<file path="src/ttag_pkg.sv">
package ttag_pkg;

  // fetch address.
  typedef logic [43:0] ip_t;

  // set index, taken from ip bits 13..7.
  typedef logic [6:0] set_t;

  typedef logic [5:0] len_t; // fetch-block length.

  typedef logic [1:0] way_t;

  // one stored tag entry.
  typedef logic [43:0] entry_t;

  localparam int set_count = 128;

  localparam int set_lo = 7; // lowest index bit of ip.

  // first ip bit of the high tag, just above the index.
  localparam int tag_lo = set_lo + $bits(set_t);

  // entry field positions.
  localparam int entry_valid = 43;

  localparam int entry_len_hi = 42;
  localparam int entry_len_lo = 37;

  localparam int entry_iph_hi = 36; // ip bits 43..14.
  localparam int entry_iph_lo = 7;

  localparam int entry_ipl_hi = 6; // ip bits 6..0.
  localparam int entry_ipl_lo = 0;

endpackage

</file>
<file path="src/ttag_write_if.sv">
`timescale 1ns/10ps

interface ttag_write_if;
  import ttag_pkg::*;

  logic   wen;
  logic   all_ways; // flush broadcast.
  way_t   sel_way;
  set_t   index;
  entry_t entry;

  // driven by the write controller.
  modport ctl (
    output wen,
    output all_ways,
    output sel_way,
    output index,
    output entry
  );

  modport way (
    input wen,
    input all_ways,
    input sel_way,
    input index,
    input entry
  );

endinterface

</file>
<file path="src/ttag_write_ctl.sv">
`timescale 1ns/10ps

module ttag_write_ctl #(
  parameter int way_count = 4
) (
  input  logic            clk,
  input  logic            rst,
  input  logic            write_en,
  input  ttag_pkg::ip_t   write_ip,
  input  ttag_pkg::len_t  write_len,
  input  ttag_pkg::way_t  write_way,
  input  logic            flush,
  output logic            stall,
  ttag_write_if.ctl       wr
);
  import ttag_pkg::*;

  typedef enum logic {
    idle,
    walk
  } state_t;

  state_t state;
  logic   init_pend; // walk still owed after reset.
  logic   walk_start;
  logic   way_ok;
  logic   last_set;
  entry_t new_entry;

  assign walk_start = flush || init_pend;
  assign way_ok     = int'(write_way) < way_count; // out of range ways are dropped.
  assign last_set   = wr.index == set_t'(set_count - 1);

  always_comb begin
    new_entry = '0;
    new_entry[entry_valid] = 1'b1;
    new_entry[entry_len_hi:entry_len_lo] = write_len;
    new_entry[entry_iph_hi:entry_iph_lo] = write_ip[$bits(ip_t)-1:tag_lo];
    new_entry[entry_ipl_hi:entry_ipl_lo] = write_ip[set_lo-1:0];
  end

  always_ff @(posedge clk) begin
    if (rst) begin
      state       <= idle;
      init_pend   <= 1'b1;
      wr.wen      <= 1'b0;
      wr.all_ways <= 1'b0;
    end else begin
      case (state)
        idle: begin
          if (walk_start) begin
            state       <= walk;
            init_pend   <= 1'b0;
            wr.wen      <= 1'b1;
            wr.all_ways <= 1'b1;
          end else begin
            wr.wen      <= write_en && way_ok;
            wr.all_ways <= 1'b0;
          end
        end
        walk: begin
          if (last_set) begin // set 127 goes out this edge.
            state       <= idle;
            wr.wen      <= 1'b0;
            wr.all_ways <= 1'b0;
          end
        end
        default: state <= idle;
      endcase
    end
  end

  // bus payload, the index doubles as the walk counter.
  always_ff @(posedge clk) begin
    if (state == walk) begin
      wr.index <= wr.index + set_t'(1);
    end else if (walk_start) begin
      wr.index <= '0;
      wr.entry <= '0; // invalid entry.
    end else if (write_en) begin
      wr.index   <= write_ip[tag_lo-1:set_lo];
      wr.entry   <= new_entry;
      wr.sel_way <= write_way;
    end
  end

  assign stall = state == walk;

endmodule

</file>
<file path="src/flat_wrapper.sv">
// flat-port wrapper written by rule: the top's interface ports become plain ports
module ttag_write_ctl_flat import ttag_pkg::*;
#(
  parameter int way_count = 4
)
  (clk, rst, write_en, write_ip, write_len, write_way, flush, stall, wr_wen, wr_all_ways, wr_sel_way, wr_index, wr_entry);
  ttag_write_if wr_i ();
  input  logic clk;
  input  logic rst;
  input  logic write_en;
  input  ttag_pkg::ip_t write_ip;
  input  ttag_pkg::len_t write_len;
  input  ttag_pkg::way_t write_way;
  input  logic flush;
  output logic stall;
  output wire logic [$bits(wr_i.wen)-1:0] wr_wen;
  output wire logic [$bits(wr_i.all_ways)-1:0] wr_all_ways;
  output wire logic [$bits(wr_i.sel_way)-1:0] wr_sel_way;
  output wire logic [$bits(wr_i.index)-1:0] wr_index;
  output wire logic [$bits(wr_i.entry)-1:0] wr_entry;
  assign wr_wen = wr_i.wen;
  assign wr_all_ways = wr_i.all_ways;
  assign wr_sel_way = wr_i.sel_way;
  assign wr_index = wr_i.index;
  assign wr_entry = wr_i.entry;
  ttag_write_ctl #(.way_count(way_count)) u_core (.clk(clk), .rst(rst), .write_en(write_en), .write_ip(write_ip), .write_len(write_len), .write_way(write_way), .flush(flush), .stall(stall), .wr(wr_i));
endmodule
</file>
<file path="config.mk">
export PLATFORM = sky130hd
export DESIGN_NAME = ttag_write_ctl_flat
export DESIGN_NICKNAME = d
export VERILOG_FILES = /design/src/ttag_pkg.sv /design/src/ttag_write_if.sv /design/src/ttag_write_ctl.sv /design/src/flat_wrapper.sv
export SDC_FILE = /design/constraint.sdc
export NUM_CORES = 1
export LEC_CHECK = 0
export BUFFER_PORTS_ARGS = -buffer_cell sky130_fd_sc_hd__buf_4
export CORE_ASPECT_RATIO = 0.75
export CORE_MARGIN = 10
export CORE_UTILIZATION = 45
export CTS_BUF_LIST = sky130_fd_sc_hd__clkbuf_4 sky130_fd_sc_hd__clkbuf_8 sky130_fd_sc_hd__clkbuf_16
export DETAILED_ROUTE_END_ITERATION = 7
export PLACE_DENSITY = 0.86
export RECOVER_POWER = 50
export SYNTH_ARGS = -nofsm -noshare
export SYNTH_HDL_FRONTEND = slang
export SYNTH_SLANG_ARGS = --single-unit
export TNS_END_PERCENT = 50
</file>
<file path="constraint.sdc">
create_clock -name clk -period 3.3 [get_ports clk]
set_input_delay 0.495 -clock clk [delete_from_list [all_inputs] [get_ports clk]]
set_output_delay 0.495 -clock clk [all_outputs]
set_load 0.005 [all_outputs]
</file>
* Word-level counts from Yosys, hierarchy flattened
Index checks and enable logic that the tools add are counted.
** Operators by class
- Equality and inequality tests :: 2
- Muxes and demuxes :: 11
- Bitwise operators :: 2
- $add $sub $neg :: 1
- Reductions and logical operators :: 6
** Operators by type and width (number)
- $mux W44 :: 1
- $mux W7 :: 3
- $add A7 B1 Y7 const B :: 1
- $eq A7 B7 Y1 const B :: 1
- $pmux W1 S2 :: 3
- $mux W1 :: 4
- $reduce_and A2 Y1 :: 2
- $reduce_and A3 Y1 :: 1
- $reduce_bool A3 Y1 :: 1
- $ne A2 B2 Y1 const B :: 1
- $not A1 Y1 :: 2
- $reduce_bool A2 Y1 :: 1
- $logic_or A1 B1 Y1 :: 1
** Word-level totals
- Input port bits :: 56
- Output and inout bits :: 56
- Register bits after elaboration :: 57
- Word-level logic and storage cells :: 29

* Longest topological paths before layout
Gate-level depths: netlist of the first run.
- Depth in word-level cells :: 3
- Mapped depth :: 5
- Depth with buffers taken out :: 4

* Worst setup path before layout of the first run
No wires, ideal clock.
- Kind :: reg2reg
- Start :: reg u_core.state, in the netlist u_core.stall
- End :: reg u_core.wr.entry[0] (enable)
- Required time :: 2.854 ns
- Buffers on the path :: 2
- Data arrival time :: 2.552 ns
- Stages on the path, launching flop included :: 4
- Path slack :: 0.302 ns
- Setup time :: 0.446 ns
- Clock period less this slack :: 2.998 ns
- Path through :: dfxtp_1 > buf_4 > buf_2 > nor2_1
** On the way
- Longest elaborated chain between the ends :: 2
** Ends and longest elaborated chain
- start, declared :: RTL line ttag_write_ctl.sv:23 : state_t state;
- start signal, assigned :: RTL line ttag_write_ctl.sv:44 : state <= idle;
- start signal, assigned :: RTL line ttag_write_ctl.sv:52 : state <= walk;
- start signal, assigned :: RTL line ttag_write_ctl.sv:63 : state <= idle;
- $not A1 Y1
- $reduce_and A2 Y1 (no source line)
- end signal, assigned :: RTL line ttag_write_ctl.sv:82 : wr.entry <= new_entry;
- end, declared :: RTL line ttag_write_if.sv:18 : output entry
Every way passes these cells.
A chain may end at the register's enable or synchronous reset.

* Worst setup path in the final report of the first run
- Start :: reg u_core.state, in the netlist u_core.stall
- End :: out stall
** RTL lines
- end, declared :: RTL line flat_wrapper.sv:15 : output logic stall;
No word-level cell between the ends.

==> results.md, run 1 <==
- Of the cells placed in the final design, the portion with a size suffix greater than 1 is 0.4051.
- The floorplan has 22 rows.
- In the final routed layout, each cell accounts on average for 16.80 um.
- Measured along the x axis, the die boundary spans 102.2 um.
- The synthesized area is 2278 um^2.
- The number of diodes is 0.
- The critical path arrival is 1440 ps.
- In this run, synthesis produced a sequential element count of 57.
- STA classifies the critical path startpoint as a register.
- After routing, the total negative slack on setup checks comes to 0 ps.
- The number of clock buffers added by TritonCTS is 9.
- The synthesized design spends more area on one cell type than any other, namely edfxtp_1.
- The setup skew after layout is 7.708 ps.
- Measured in cells, the most critical reg-to-reg path has a length of 4.
- The total via count in the routed design is 1609.
- Derived from the worst setup path, the maximum achievable clock frequency is 516.6 MHz.
- The final count of negative-setup-slack endpoints is 0.
- The starting density of the core is 0.4650.
- The switching power share of the total is 0.2157.
- The count of final max-slew check failures is 0.
- The number of different library cells used by synthesis comes to 27.
- The per-instance average area after synthesis is 14.89 um^2.
- The number of buffers and inverters on the critical path is 1.
- The category of cells accounting for the largest share of critical-path delay is flip-flops.
- Summed over all nets, the switching power comes to 0.3821 mW.
- In this run the deepest clock path goes through 2 buffers.
- The die is 81.62 um tall.
- In this run, placement finished with an instance count of 318.
- Clock-pin slew was measured on the worst setup and hold paths at 60 ps.
- The total global-route track usage is 0.1330.
- The number of setup buffers added after CTS is 0.
- The highest fanout seen on the critical path is 23.
- The H-tree was split into 3 levels.
- The ratio of final minimum period to clock period is 0.5865.
- The setup path with the least slack is of type register to output port.
- The highest-utilization routing layer at the global route stage is met2.
- STA puts the critical path data required time at 2800 ps.
- In the layout the commonest cells are 76 x buf_4, 53 x edfxtp_1, 27 x and2_1, 19 x clkbuf_4, 19 x clkbuf_1.
- The area of the die is 8339 um^2.
- After the first detailed-routing iteration, the DRC count stood at 73.
- The final HPWL from detailed placement is 4250 um.
- Entering global routing, the biggest net connects 51 pins.
- The power per standard cell area is 538.9 nW/um^2.
- The share of the synthesized area in the top cell type is 0.6985.
- The slowest library cell on the worst path is dfxtp_1.
- The worst hold path belongs to the class input port to register.
- VDD sags by at most 291.7 uV.
- The worst register-to-register path ends at u_core.wr.entry[42].
- The reported leakage power is 1.391 nW.
- The count of non-filler cells in the finished layout is 334.
- Clock latency on the worst-skew pair, taken at its later pin, is 330 ps.
- In this run the remaining antenna-violating nets after routing total 0.
- The I/O pin count is 112.
- The internal power consumption is 1.390 mW.
- The final critical delay including setup and external delays is 1936 ps.
- Setup repair after global routing left no endpoint under its margin.
- Across all register-to-register paths, the minimum setup slack is 1530 ps.
- The launch point of the worst hold path is write_way[0].
- The number of buffers inserted for hold repair after clock tree synthesis is 0.
- The core footprint is 4900 um^2.
- The hold path endpoint is u_core.wr.sel_way[0].
- The reg-to-reg critical path startpoint is u_core.init_pend.
- The share of total power dissipated in sequential elements is 0.509.
- The via count of the first global-routing pass is 1600.
- The worst setup path is captured at an output port.
- The relative slew slack is 0.4301.
- The library cell used most frequently in the layout, excluding fill and tap cells, is buf_4.
- In the post-synthesis netlist, the biggest area contributors are edfxtp_1 70%, and2_1 12%, dfxtp_1 3.5%, mux2i_1 1.8%, nand2_1 1.5%.
- For met3 alone, demand over resource in global routing was 0.08305.
- Across the run, the number of max-cap violations was 0.
- The final layout net count is 326.
- The global routing met1 resource utilization is 0.1496.
- TritonCTS built the clock tree.
- The sequential fraction of the synthesis area is 0.7337.
- The share of total power dissipated in combinational logic is 0.118.
- The number of failing hold endpoints at the final stage is 0.
- The number of antenna violations at the first check in global routing is 0.
- The flow ran to the end, and the final reports show no timing, DRC or antenna violations.
- Global routing finished with a remaining overflow of 0.
- The longest individual stage delay on the worst path is 880 ps.
- In the routed design, unresolved DRC markers number 0.
- Of the total power, the clock network draws 0.372.
- Clock tree synthesis selected as its root buffer the cell clkbuf_8.
- During placement, the flow inserted port buffers numbering 111.
- The placer's final routability congestion estimate is 0.8164.
- The routed wire length is 5610 um.
- The net count of the mapped netlist is 210.
- The first global-routing pass estimated 8238 um of wire.
- Walking the worst path, the cells encountered are buf_4.
- The number of resized instances in the post-cts repair step is 0.
- The via-per-instance ratio is 4.817.
- For this run, the detailed router's first-pass iteration total came to 4.
- Synthesis produced a netlist whose cell count is 153.
- The Yosys warning count is 0.
- At the pin with the least slew margin, the transition time is 853.6 ps.
- The number of cells on the worst hold path is 1.
- The layout-stage area growth over the synthesis result is 44.32%.
- The met2 track utilization from global routing is 0.2041.
- For this design, the sink count on the clock tree is 57.
==> worst max-delay path by stage <==
stage	startpoint	to	cells after the start
4_1_cts	u_core.stall	stall	1
6_report	u_core.stall	stall	1
3_3_place_gp	flush	u_core.wr.entry[2]	5
2_1_floorplan	u_core.stall	u_core.wr.entry[0]	3
3_5_place_dp	flush	u_core.wr.entry[0]	5
5_1_grt	u_core.stall	stall	1
==> metrics by stage <==
stage	total power [mW]	hold slack [ps]	setup WS (ps)	area, um^2	utilization
floorplan	0.9856	450.9	301.7	2278	-
global placement	1.141	477.1	1554	3156	0.6440
finish	1.772	367.0	1364	3288	0.6711
CTS	1.819	315.2	1335	3362	0.6862
detailed placement	1.148	482.6	1513	3156	0.6440
global route	1.859	332.6	1276	3288	0.6711
==> flip-flops by register name, indices dropped and copies added, names as in the netlist <==
signal,flops
u_core.wr.sel_way,2
u_core.wr.all_ways,1
u_core.wr.index,7
u_core.stall,1
u_core.wr.wen,1
u_core.wr.entry,44
u_core.init_pend,1
==> metal layers <==
layer	wire length, um	vias to the layer above
li1	-	776
met1	2306	754
met2	2676	77
met3	595	2
met4	31	0
met5	0	-
==> cell type report <==
type / instances / area [um^2]
sequential: 57 / 1672
fill: 377 / 1612
timing repair buffer: 112 / 769.5
multi-input combinational: 87 / 555.5
clock buffer: 13 / 166.4
tap: 60 / 75.07
clock inverter: 3 / 40.04
inverter: 2 / 10.01
==> cell usage after synthesis <==
| master | n |
|---|---|
| buf_2 | 4 |
| buf_4 | 2 |
| or2_4 | 1 |
| nand4b_1 | 1 |
| edfxtp_1 | 53 |
| nor4b_1 | 1 |
| nand2_1 | 9 |
| nand4_1 | 1 |
| mux2i_1 | 4 |
| a21o_1 | 1 |
| a21oi_1 | 1 |
| inv_1 | 1 |
| a31oi_1 | 1 |
| inv_4 | 1 |
| a211oi_1 | 1 |
| nand3_1 | 4 |
| nor2_1 | 4 |
| ha_1 | 1 |
| or3_1 | 3 |
| nor3b_1 | 1 |
| and2_1 | 44 |
| o21ai_1 | 2 |
| nand3b_1 | 2 |
| buf_6 | 1 |
| dfxtp_1 | 4 |
| xor2_1 | 3 |
| o32ai_1 | 2 |
==> logic make-up (layout without fill, tap and decap cells) <==
logic type      Yosys count  after routing  share of synthesized area
flops                    57             57                     0.7337
buf+inv                   9            130                    0.02471
compound gates            8              8                    0.02362
fa+ha+maj                 1              1                   0.005491
simple gates             71             71                     0.1834
mux                       4              4                    0.01757
xor+xnor                  3              3                    0.01153
==> power by group through the flow <==
| stage | clock network, mW | registers, mW | logic, mW |
|---|---|---|---|
| final | 0.660 | 0.902 | 0.210 |
| after floorplan | 0 | 0.915 | 0.0701 |
| after detailed placement | 0 | 0.918 | 0.230 |
| after global routing | 0.718 | 0.909 | 0.233 |
| after CTS | 0.684 | 0.903 | 0.231 |
| after global placement | 0 | 0.916 | 0.225 |
Power figures use the tool's default switching activity.
==> run 2, diff against run 1 <==
CORE_UTILIZATION = 41   (was 45)
PLACE_DENSITY = 0.82   (was 0.86)
clock period = 1.7 ns   (was 3.3 ns; I/O delays follow)
==> results.md, run 2 (synthesis gave the netlist of run 1 again) <==
- The layout-stage area growth over the synthesis result is 46.68%.
- The y dimension of the die is 84.56 um.
- The clock network latency to the later pin of the worst-skew pair is 320 ps.
- CTS built an H-tree with a depth of 3.
- For the pin with the worst max-slew slack, the measured transition is 637.8 ps.
- The placer's final routability congestion estimate is 0.7283.
- The top cell types in the final layout, fill and taps aside, are 57 x buf_4, 53 x edfxtp_1, 42 x and2_1, 38 x clkbuf_4, 20 x clkbuf_1.
- The finished layout holds 353 standard cells, fillers aside.
- After clock tree synthesis, the clock-pin slew on the worst setup and hold paths is 60 ps.
- The run finished with clean final reports.
- The critical path arrival is 1250 ps.
- Setup repair after global routing left no endpoint under its margin.
- Headroom to the max-slew limit came out at 0.5738.
- The number of resized instances in the post-cts repair step is 1.
- The die covers 8970 um^2.
- The initial utilization of the core area, before any placement, comes to 0.4257.
- The worst register-to-register path has a depth of 3.
- After detailed routing, the average wire length per cell comes to 16.26 um.
- The start point of the critical path is u_core.stall.
- The total global-route track usage is 0.1283.
- Across the run, the number of max-cap violations was 0.
- The final count of negative-setup-slack endpoints is 0.
- The first-pass GRT wire length is 9011 um.
- In this run the worst setup path terminates at stall.
- The post-placement setup slack is -145.2 ps.
- The clock period could shrink to 1507 ps.
- The overflow left after global routing is 0.
- The number of DRC violations after detailed-routing iteration 0 is 39.
- The number of buffers inserted by port buffering is 111.
- The final layout contains 330 nets.
- The number of buffers inserted for hold repair after clock tree synthesis is 0.
- In the finished design, the share of the clock period the worst path needs comes to 0.8865.
- The register with the most flip-flops in the layout has 44 of them.
- The DRC violation count after routing is 0.
- For this run, the detailed router's first-pass iteration total came to 4.
- Row generation in the floorplan step produced 23 rows.
- The endpoint identified for the worst register-to-register timing path is u_core.wr.index[5].
- STA classifies the critical path endpoint as an output port.
- The critical path startpoint category is a register.
- The total via count in the routed design is 1624.
- The final total power is 3.470 mW.
- Static timing analysis puts the maximum clock frequency at 663.6 MHz.
- The number of diodes is 0.
- After legalization and detailed placement, the total HPWL measured 4340 um.
- Counting tap cells, the placed design contains a total of 336 instances.
- The launch point of the worst hold path is write_way[0].
- Power spread over the standard cell area amounts to 1038 nW/um^2.
- The number of antenna violations at the first check in global routing was 0.
- The TritonCTS clock tree is built.
- The I/O pin count is 112.
- The CTS sink count is 57.
- In this run the worst hold path is classified as input port to register.
- Once layout is done, the placed cells without fillers occupy 3342 um^2.
- The number of clock buffers added by TritonCTS is 9.
- The total placed instance area is 3197 um^2.
- By startpoint and endpoint, the worst setup path is classified as register to output port.
- The horizontal die dimension is 106.1 um.
- The via count of the first global-routing pass came to 1699.
- The detail route stage leaves a number of antenna-violating nets equal to 0.
- The post-CTS setup-driven buffer insertion count is 0.
- The worst setup slack for register-to-register paths is 200 ps.
- Counting flops per register, the top entry is u_core.wr.entry.
- Hold is met by 131.8 ps.
- The reg-to-reg critical path startpoint is u_core.stall.
- The fraction of final layout cells with drive strength greater than 1 is 0.4065.
- The fraction of the core area covered by cells at the end of the flow is 0.6244.
- The clock passes through at most 2 buffers.
- The number of fillers in the final layout is 445.
- Of all nets on the critical path, the largest fanout is 22.
- IR analysis of the VDD net gives a maximum drop of 437.9 uV.
- After floorplanning, the core was sized to cover 5353 um^2.
- The count of final max-slew check failures is 0.
- The most common library cell in the layout ignoring fill and taps is buf_4.
- The analysis attributes to cell leakage a power of 1.407 nW.
- The pin count of the biggest net entering global routing is 51.
- After layout, the worst setup slack is 193.0 ps.
- The number of failing hold endpoints at the final stage came to 0.
- In the final layout, the registers with the most flip-flops are u_core.wr.entry: 44 flops, u_core.wr.index: 7 flops, u_core.wr.sel_way: 2 flops.
- The routed wire length is 5739 um.
- After detailed routing, the number of vias per cell comes to 4.601.
- STA puts the critical path data required time at 1440 ps.
- Clock tree synthesis selected as its root buffer the cell clkbuf_8.
- The setup TNS after final layout is 0 ps.
- The setup skew after layout is 5.263 ps.
## run 2: changes by cell type in the layout (fill, tap and decap cells not counted), moves of 2 or more
cell and change:
clkbuf_8 -2, buf_4 -19, clkbuf_4 +19, and2_0 -15, and2_1 +15, o21ai_1 +2
o21ai_0 -2, clkinv_1 +2
## run 2: worst min-delay path by stage
stage                                 to  slack (ps)  cells past startpoint
finish              u_core.wr.sel_way[0]         130                      1
global route        u_core.wr.sel_way[1]         100                      1
CTS                 u_core.wr.sel_way[0]          90                      1
detailed placement  u_core.wr.sel_way[0]         430                      1
global placement    u_core.wr.sel_way[0]         440                      1
floorplan                   u_core.stall         330                      1
## run 2: power by group
part           internal, mW  total [mW]  switching (mW)
clock                 0.808        1.31           0.500
sequential             1.68        1.74          0.0648
combinational         0.238       0.422           0.183
## run 2: layout make-up
type                       count  area, um^2  area share
clock inverter                 7       85.08     0.02546
inverter                       2       10.01    0.002995
clock buffer                   9       123.9     0.03706
timing repair buffer         115       788.3      0.2359
sequential                    57        1672      0.5002
tap                           75       93.84     0.02808
multi-input combinational     88       569.3      0.1703
## run 2: routing by layer
| metal | share of wire | vias up | global-route usage |
|---|---|---|---|
| met4 | 0.019 | 0 | 0.06748 |
| met3 | 0.086 | 7 | 0.06260 |
| met2 | 0.50 | 80 | 0.2040 |
| li1 | - | 788 | - |
| met5 | 0 | - | 0 |
| met1 | 0.39 | 749 | 0.1394 |
## run 2: worst max-delay path: stages (launching register included)
cell and delay (ps):
dfxtp_1 450, buf_4 310, buf_4 160
